**config.mk**
```make
export PLATFORM = sky130hd
export DESIGN_NAME = armCtrlTop
export DESIGN_NICKNAME = d
export VERILOG_FILES = /design/src/armCtrlPkg.sv /design/src/armCtrlTop.sv /design/src/entryStateMapper.sv /design/src/instrClassifier.sv /design/src/microSequencer.sv
export SDC_FILE = /design/constraint.sdc
export NUM_CORES = 1
export LEC_CHECK = 0
export BUFFER_PORTS_ARGS = -buffer_cell sky130_fd_sc_hd__buf_4
export CAP_MARGIN = 20
export CORE_MARGIN = 1.5
export CORE_UTILIZATION = 55
export DETAILED_ROUTE_END_ITERATION = 7
export PLACE_DENSITY_LB_ADDON = 0.25
export SETUP_SLACK_MARGIN = 0.3
export SKIP_CTS_REPAIR_TIMING = 1
export SYNTH_ARGS = -nofsm -noshare
export SYNTH_HDL_FRONTEND = slang
export SYNTH_SLANG_ARGS = --single-unit
```
**constraint.sdc**
```tcl
create_clock -name clk -period 5.13 [get_ports clk]
set_input_delay 1.026 -clock clk [delete_from_list [all_inputs] [get_ports clk]]
set_output_delay 1.026 -clock clk [all_outputs]
set_load 0.01 [all_outputs]
```
**src/armCtrlPkg.sv**
```systemverilog
package armCtrlPkg;

	typedef logic [9:0] stateT; // Microstate, same as microstore address

	// Field layout of the 32-bit instruction word, MSB first
	typedef struct packed {
		logic [3:0]  cond;      // Bits 31:28
		logic [2:0]  cls;       // Bits 27:25
		logic        preIdx;    // P, opcode[3] in data processing
		logic        up;        // U, opcode[2]
		logic        byteOp;    // B, opcode[1]
		logic        writeBack; // W, opcode[0]
		logic        load;      // L, or S in data processing
		logic [11:0] restHi;    // Bits 19:8
		logic        bit7;
		logic        bit6;
		logic        bit5;
		logic        bit4;
		logic [3:0]  restLo;    // Bits 3:0
	} instrWordT;

	typedef enum logic [2:0] {
		clsDpReg,
		clsDpImm,   // Immediate and shifted register share this path
		clsLdStImm,
		clsLdStReg,
		clsBranch,
		clsUnknown
	} instrClassE;

	typedef enum logic [3:0] {
		opAnd = 4'b0000,
		opEor = 4'b0001,
		opSub = 4'b0010,
		opRsb = 4'b0011,
		opAdd = 4'b0100,
		opAdc = 4'b0101,
		opSbc = 4'b0110,
		opRsc = 4'b0111,
		opTst = 4'b1000,
		opTeq = 4'b1001,
		opCmp = 4'b1010,
		opCmn = 4'b1011,
		opOrr = 4'b1100,
		opMov = 4'b1101,
		opBic = 4'b1110,
		opMvn = 4'b1111
	} dpOpcodeE;

	typedef struct packed {
		logic load;
		logic preIndex;  // P and W both set
		logic postIndex; // P clear
		logic byteSize;
		logic subtract;  // U clear
	} memModeT;

	typedef struct packed {
		instrClassE cls;
		logic       testOp;
		logic       setFlags;
		logic       link;
		memModeT    memMode;
	} decodedInstrT;

	// Class codes in bits 27:25
	localparam logic [2:0] CLASS_DP       = 3'b000;
	localparam logic [2:0] CLASS_DP_IMM   = 3'b001;
	localparam logic [2:0] CLASS_LDST_IMM = 3'b010;
	localparam logic [2:0] CLASS_LDST_REG = 3'b011;
	localparam logic [2:0] CLASS_BRANCH   = 3'b101;

	localparam stateT STATE_FETCH0     = 10'd0;
	localparam stateT STATE_FETCH1     = 10'd1;
	localparam stateT STATE_FETCH2     = 10'd2;
	localparam stateT STATE_FETCH_WAIT = 10'd3;
	localparam stateT STATE_DECODE     = 10'd4;

	localparam stateT STATE_DP_REG     = 10'd5;
	localparam stateT STATE_DP_IMM     = 10'd6;
	localparam stateT STATE_DP_REG_S   = 10'd7;
	localparam stateT STATE_DP_IMM_S   = 10'd8;
	localparam stateT STATE_DP_REG_TST = 10'd9;
	localparam stateT STATE_DP_IMM_TST = 10'd10;

	localparam stateT LDR_IMM_BASE = 10'd11;
	localparam stateT LDR_REG_BASE = 10'd15;
	localparam stateT STR_IMM_BASE = 10'd59;
	localparam stateT STR_REG_BASE = 10'd63;

	localparam stateT OFS_PRE  = 10'd8;
	localparam stateT OFS_POST = 10'd16;
	localparam stateT OFS_BYTE = 10'd24;
	localparam stateT OFS_SUB  = 10'd96;

	localparam stateT LD_ADD_LO = 10'd11;
	localparam stateT LD_ADD_HI = 10'd58;
	localparam stateT ST_ADD_LO = 10'd59;
	localparam stateT ST_ADD_HI = 10'd106;
	localparam stateT LD_SUB_LO = 10'd107;
	localparam stateT LD_SUB_HI = 10'd154;
	localparam stateT ST_SUB_LO = 10'd155;
	localparam stateT ST_SUB_HI = 10'd202;

	localparam stateT STATE_B  = 10'd459;
	localparam stateT STATE_BL = 10'd460;

	function automatic logic stateInRange(input stateT s, input stateT lo, input stateT hi);
		return (s >= lo) && (s <= hi);
	endfunction

endpackage

```
**src/armCtrlTop.sv**
```systemverilog
`timescale 1ns/10ps

module armCtrlTop (
	input  logic                  clk,
	input  logic                  rstN,
	input  armCtrlPkg::instrWordT ir,    // Held stable by the datapath
	input  logic                  cond,  // Condition check result
	input  logic                  moc,   // Memory operation complete
	output armCtrlPkg::stateT     state
);
	import armCtrlPkg::*;

	decodedInstrT decoded;
	stateT        entryState;

	instrClassifier u_classifier (
		.ir      (ir),
		.decoded (decoded)
	);

	// Combinational, valid whenever the sequencer sits in decode
	entryStateMapper u_mapper (
		.cond       (cond),
		.decoded    (decoded),
		.entryState (entryState)
	);

	microSequencer u_sequencer (
		.clk        (clk),
		.rstN       (rstN),
		.moc        (moc),
		.entryState (entryState),
		.state      (state)
	);

endmodule

```
**src/entryStateMapper.sv**
```systemverilog
`timescale 1ns/10ps

module entryStateMapper (
	input  logic                     cond,
	input  armCtrlPkg::decodedInstrT decoded,
	output armCtrlPkg::stateT        entryState
);
	import armCtrlPkg::*;

	logic isLdSt;
	logic inLoadRange;
	logic inStoreRange;

	// Test ops win over the S bit, as in the microstore layout
	function automatic stateT dpEntry(
		input logic  testOp,
		input logic  setFlags,
		input stateT tstState,
		input stateT flagState,
		input stateT plainState
	);
		if (testOp) begin
			return tstState;
		end
		if (setFlags) begin
			return flagState;
		end
		return plainState;
	endfunction

	// Each addressing variant sits at a fixed distance from its base
	function automatic stateT ldStEntry(input memModeT mode, input stateT base);
		return base
			+ (mode.preIndex  ? OFS_PRE  : '0)
			+ (mode.postIndex ? OFS_POST : '0)
			+ (mode.byteSize  ? OFS_BYTE : '0)
			+ (mode.subtract  ? OFS_SUB  : '0);
	endfunction

	assign isLdSt = (decoded.cls == clsLdStImm) || (decoded.cls == clsLdStReg);

	always_comb begin
		entryState = STATE_FETCH1; // Failed condition goes back to fetch
		if (cond) begin
			case (decoded.cls)
				clsDpReg: entryState = dpEntry(decoded.testOp, decoded.setFlags,
					STATE_DP_REG_TST, STATE_DP_REG_S, STATE_DP_REG);
				clsDpImm: entryState = dpEntry(decoded.testOp, decoded.setFlags,
					STATE_DP_IMM_TST, STATE_DP_IMM_S, STATE_DP_IMM);
				clsLdStImm: entryState = ldStEntry(decoded.memMode,
					decoded.memMode.load ? LDR_IMM_BASE : STR_IMM_BASE);
				clsLdStReg: entryState = ldStEntry(decoded.memMode,
					decoded.memMode.load ? LDR_REG_BASE : STR_REG_BASE);
				clsBranch: entryState = decoded.link ? STATE_BL : STATE_B;
				default: entryState = STATE_FETCH1; // Unknown instruction
			endcase
		end

		inLoadRange = stateInRange(entryState, LD_ADD_LO, LD_ADD_HI)
			|| stateInRange(entryState, LD_SUB_LO, LD_SUB_HI);
		inStoreRange = stateInRange(entryState, ST_ADD_LO, ST_ADD_HI)
			|| stateInRange(entryState, ST_SUB_LO, ST_SUB_HI);

		// The sequencer's step rules rely on entries landing at offset 3 of a group
		if (cond && isLdSt) begin
			assert ((entryState[1:0] == 2'b11)
				&& (decoded.memMode.load ? inLoadRange : inStoreRange))
			else $error("Load/store entry %0d outside its range", entryState);
		end
	end

endmodule

```
**src/instrClassifier.sv**
```systemverilog
`timescale 1ns/10ps

module instrClassifier (
	input  armCtrlPkg::instrWordT    ir,
	output armCtrlPkg::decodedInstrT decoded
);
	import armCtrlPkg::*;

	dpOpcodeE opcode;
	memModeT  ldStMode;
	logic     isTestOp;
	logic     isDpReg;
	logic     isDpImm;
	logic     isShiftReg;
	logic     isShiftImm;
	logic     isLdStImm;
	logic     isLdStReg;
	logic     isBranch;

	assign opcode   = dpOpcodeE'({ir.preIdx, ir.up, ir.byteOp, ir.writeBack});
	assign isTestOp = (opcode == opTst) || (opcode == opTeq);

	// Raw class matches, priority is applied below
	assign isDpReg    = (ir.cls == CLASS_DP) && !ir.bit6 && !ir.bit5 && !ir.bit4;
	assign isDpImm    = (ir.cls == CLASS_DP_IMM);
	assign isShiftReg = (ir.cls == CLASS_DP) && !ir.bit7 && ir.bit4;
	assign isShiftImm = (ir.cls == CLASS_DP) && !ir.bit4;
	assign isLdStImm  = (ir.cls == CLASS_LDST_IMM);
	assign isLdStReg  = (ir.cls == CLASS_LDST_REG) && !ir.bit4; // Bit 4 set is media space
	assign isBranch   = (ir.cls == CLASS_BRANCH);

	// Addressing mode 2 flags
	assign ldStMode.load      = ir.load;
	assign ldStMode.preIndex  = ir.preIdx && ir.writeBack;
	assign ldStMode.postIndex = !ir.preIdx;
	assign ldStMode.byteSize  = ir.byteOp;
	assign ldStMode.subtract  = !ir.up;

	always_comb begin
		decoded.cls      = clsUnknown; // Mode 3, mode 4 and undefined end here
		decoded.testOp   = 1'b0;
		decoded.setFlags = 1'b0;
		decoded.link     = 1'b0;
		decoded.memMode  = '0;
		if (isDpReg) begin
			decoded.cls      = clsDpReg;
			decoded.testOp   = isTestOp;
			decoded.setFlags = ir.load;
		end else if (isDpImm || isShiftReg || isShiftImm) begin
			// Shifted register operands run the immediate routine
			decoded.cls      = clsDpImm;
			decoded.testOp   = isTestOp;
			decoded.setFlags = ir.load;
		end else if (isLdStImm) begin
			decoded.cls     = clsLdStImm;
			decoded.memMode = ldStMode;
		end else if (isLdStReg) begin
			decoded.cls     = clsLdStReg;
			decoded.memMode = ldStMode;
		end else if (isBranch) begin
			decoded.cls  = clsBranch;
			decoded.link = ir.preIdx; // L bit of B/BL sits at bit 24
		end
	end

endmodule

```
**src/microSequencer.sv**
```systemverilog
`timescale 1ns/10ps

module microSequencer (
	input  logic              clk,
	input  logic              rstN,
	input  logic              moc,
	input  armCtrlPkg::stateT entryState,
	output armCtrlPkg::stateT state
);
	import armCtrlPkg::*;

	typedef enum logic [1:0] {
		kindFetch,
		kindLoad,
		kindStore,
		kindOther
	} stateKindE;

	stateKindE  kind;
	stateT      nextState;
	stateT      stepState;
	logic [1:0] groupOfs;
	logic       waitState;

	assign groupOfs  = state[1:0]; // Position inside a four-state group
	assign stepState = state + 10'd1;

	always_comb begin
		if (state <= STATE_DECODE) begin
			kind = kindFetch;
		end else if (stateInRange(state, LD_ADD_LO, LD_ADD_HI)
			|| stateInRange(state, LD_SUB_LO, LD_SUB_HI)) begin
			kind = kindLoad;
		end else if (stateInRange(state, ST_ADD_LO, ST_ADD_HI)
			|| stateInRange(state, ST_SUB_LO, ST_SUB_HI)) begin
			kind = kindStore;
		end else begin
			kind = kindOther; // Data processing and branch bodies
		end
	end

	always_comb begin
		nextState = STATE_FETCH1;
		case (kind)
			kindFetch: begin
				case (state)
					STATE_FETCH0:     nextState = STATE_FETCH1;
					STATE_FETCH1:     nextState = STATE_FETCH2;
					STATE_FETCH2:     nextState = STATE_FETCH_WAIT;
					STATE_FETCH_WAIT: nextState = moc ? STATE_DECODE : state;
					STATE_DECODE:     nextState = entryState;
					default:          nextState = STATE_FETCH1;
				endcase
			end
			kindLoad: begin
				case (groupOfs)
					2'd1:    nextState = moc ? stepState : state; // Memory read
					2'd2:    nextState = STATE_FETCH1;
					default: nextState = stepState;
				endcase
			end
			kindStore: begin
				if (groupOfs == 2'd2) begin
					nextState = moc ? STATE_FETCH1 : state; // Memory write
				end else begin
					nextState = stepState;
				end
			end
			default: nextState = STATE_FETCH1;
		endcase
	end

	always_ff @(posedge clk or negedge rstN) begin
		if (!rstN) begin
			state <= STATE_FETCH0;
		end else begin
			state <= nextState;
		end
	end

	// Wait states by position, independent of the next-state case above
	assign waitState = (state == STATE_FETCH_WAIT)
		|| ((kind == kindLoad) && (groupOfs == 2'd1))
		|| ((kind == kindStore) && (groupOfs == 2'd2));

	decodeTakesEntry: assert property (@(posedge clk) disable iff (!rstN)
		(state == STATE_DECODE) |=> (state == $past(entryState)))
	else $error("Decode did not load entry state");

	waitHoldsWithoutMoc: assert property (@(posedge clk) disable iff (!rstN)
		(waitState && !moc) |=> $stable(state))
	else $error("Wait state %0d left without moc", $past(state));

endmodule

```
==> out/results.tsv <==
metric	value	unit
status	completed	
drv_cap	0	
nFillCells	238	
wl	3450	µm
synthArstFlopShare	100	%
required	5.30	ns
place.gp.congestion	0.880	
grt-ovfl-total	0	
cts_tree	built	
p_switching	222	µW
rows	18	
largest_reg_flops	10	
num_vias	1462	
yosys_warnings	0	
syn_avg_cell_area	7.56	µm²
finalCriticalPeriod	3.31	ns
ys.flop_type	dfrtp_1	
worstSetupPathType	in -> reg	
grt_antenna_before_repair	0	
ys_top_cells_by_area	dfrtp_1, ha_1, a21oi_1	
firstDrtPassIters	4	
seq_area	250	µm²
ant_nets	0	
initial_core_util	57.6	%
cts-root-buf	clkbuf_4	
final_layout_size_suffix_gt1_share	19.7	%
synth_fp_nets	233	
path_clk_slew	0.07	ns
area_delta_synth_final	13.9	%
via_per_inst	6.27	
die_w	53.7	µm
timing.fmax	302	MHz
htreeDepth	1	
synth_area	1410	µm²
p_per_area	300	nW/µm²
maxSlewHeadroom	45.9	%
fin_skew	0.00433	ns
p_leak	0.727	nW
synth_top_family_by_area	simple AND/OR/NAND/NOR gates	
core-area	2450	µm²
synth_simple_gate_area_share	32.6	%
grt_pass1_wl	5630	µm
yosysTopAreaCell	dfrtp_1	
die_h	53.7	µm
switching_share	45.9	%
internal_power	261	µW
critPathMaxFanout	9	
synth_xor_area_share	3.10	%
rsz0062_at_grt	false	
utilization	65.6	%
cp.arrival	3.48	ns
cts_sinks	10	
slew_viol_final	0	
synthAdderAreaFrac	9.38	%
ys_ff_latch	10	
worst-r2r-setup-slack	1.84	ns
portBuffers	25	
synth.distinct_cells	59	
grt_max_degree	17	
yosys-top-cells-count	nand2_1, a21oi_1, nor2_1	
grt_pass1_vias	1296	
first_iter_violations	61	
insertion_delay	0.28	ns
grt_util_all_layers	26.4	%
reg_top3	u_sequencer.state x10	
synth_compound_area_share	30.5	%
p_seq_share	26.5	%
synthMuxAreaShare	0.708	%
largest_register	u_sequencer.state	
dieArea	2880	µm²
hold_path_class	in -> async	
timing.final.crit_share	64.5	%
drc	0	
layout.nets	251	
multi_input_area	1080	µm²
synthCells	187	
end_kind	flop	
cts_buffers	3	
setup_violations	0	
setup_tns	0	ns
synth_edf_count	0	
peakVddDrop	0.000240	V
pwr-share-comb	61.6	%
hold_viol	0	
synth_top_area_share	17.7	%
cp-start-kind	input pin	
antenna_cells	0	
clk_path_buf_depth	2	
dp_hpwl	2670	µm
clkPwrFrac	11.9	%
ioPinCount	46	
worst_pin_slew	0.806	ns
synth_seq_area_share	17.7	%
wl_per_cell	14.8	µm
synth.most_common_cell	nand2_1	
reg2reg_depth	11	
[per-stage QoR]
step,hold WS [ns],setup slack (ns),instances,instance area (µm²),power [mW]
floorplan,0.582,1.79,187,1410,0.350
global placement,0.603,1.58,230,1590,0.413
detailed placement,0.598,1.54,230,1590,0.421
CTS,0.576,1.81,233,1610,0.478
global route,0.574,1.53,233,1610,0.520
finish,0.561,1.82,233,1610,0.483
[critical path, stage by stage]
cell and delay [ns]:
buf_4 0.14, nand2b_1 0.17, a21oi_1 0.47, nand2_1 0.11
ha_1 0.30, ha_1 0.23, fa_1 0.39, xor2_1 0.17
a21oi_1 0.17, o22ai_1 0.10, a22o_1 0.20
[metal layers]
metal,track usage [%],routed length (µm),part of all wire [%]
met1,33.7,1540,45
met2,46.5,1730,50
met3,0.833,132,3.8
met4,10.7,45,1.3
met5,0,0,0
[cell type report]
cell class	count	area share, %
timing repair buffer	25	11.7
tap	30	2.33
multi-input combinational	156	67.0
sequential	10	15.5
inverter	9	2.10
clock buffer	3	1.40
[final timing paths]
kind | from | to
setup / recovery | ir[27] | u_sequencer.state[6]
hold / removal | rstN | u_sequencer.state[2]
setup reg to reg | u_sequencer.state[0] | u_sequencer.state[3]
hold reg to reg | u_sequencer.state[8] | u_sequencer.state[8]
max in group asynchronous | rstN | u_sequencer.state[7]
min in group clk | u_sequencer.state[8] | u_sequencer.state[8]
[placed cells by master, fill, tap and decap left out, types with 3 or more instances in the layout]
master and instances:
buf_4 25, nor3_1 8, xor2_1 3, a22o_1 3, a31oi_1 6, clkbuf_4 3, o21ai_0 10, or2_2 4
a21oi_1 11, a211oi_1 3, nand2b_1 5, dfrtp_1 10, nand2_1 14, ha_1 9, nor2b_1 5, and2_1 6
inv_1 9, nor2_1 11, and3b_1 3, nand3_1 5
[power groups by stage]
| stage | combinational [mW] | clock (mW) | sequential (mW) |
|---|---|---|---|
| finish | 0.297 | 0.0575 | 0.128 |
| global route | 0.329 | 0.0591 | 0.132 |
| CTS | 0.296 | 0.0558 | 0.127 |
| detailed placement | 0.294 | 0 | 0.128 |
| global placement | 0.286 | 0 | 0.127 |
| floorplan | 0.242 | 0 | 0.108 |
[cell families (layout without fill, tap and decap cells)]
logic type               Yosys count  after routing
AND/OR/NAND/NOR                   79             79
buffers and inverters             21             37
multiplexers                       1              1
flip-flops                        10             10
adder cells (fa/ha/maj)           10             10
AO/OA/AOI/OAI                     61             61
XOR/XNOR                           5              5
Power figures use the tool's default switching activity.
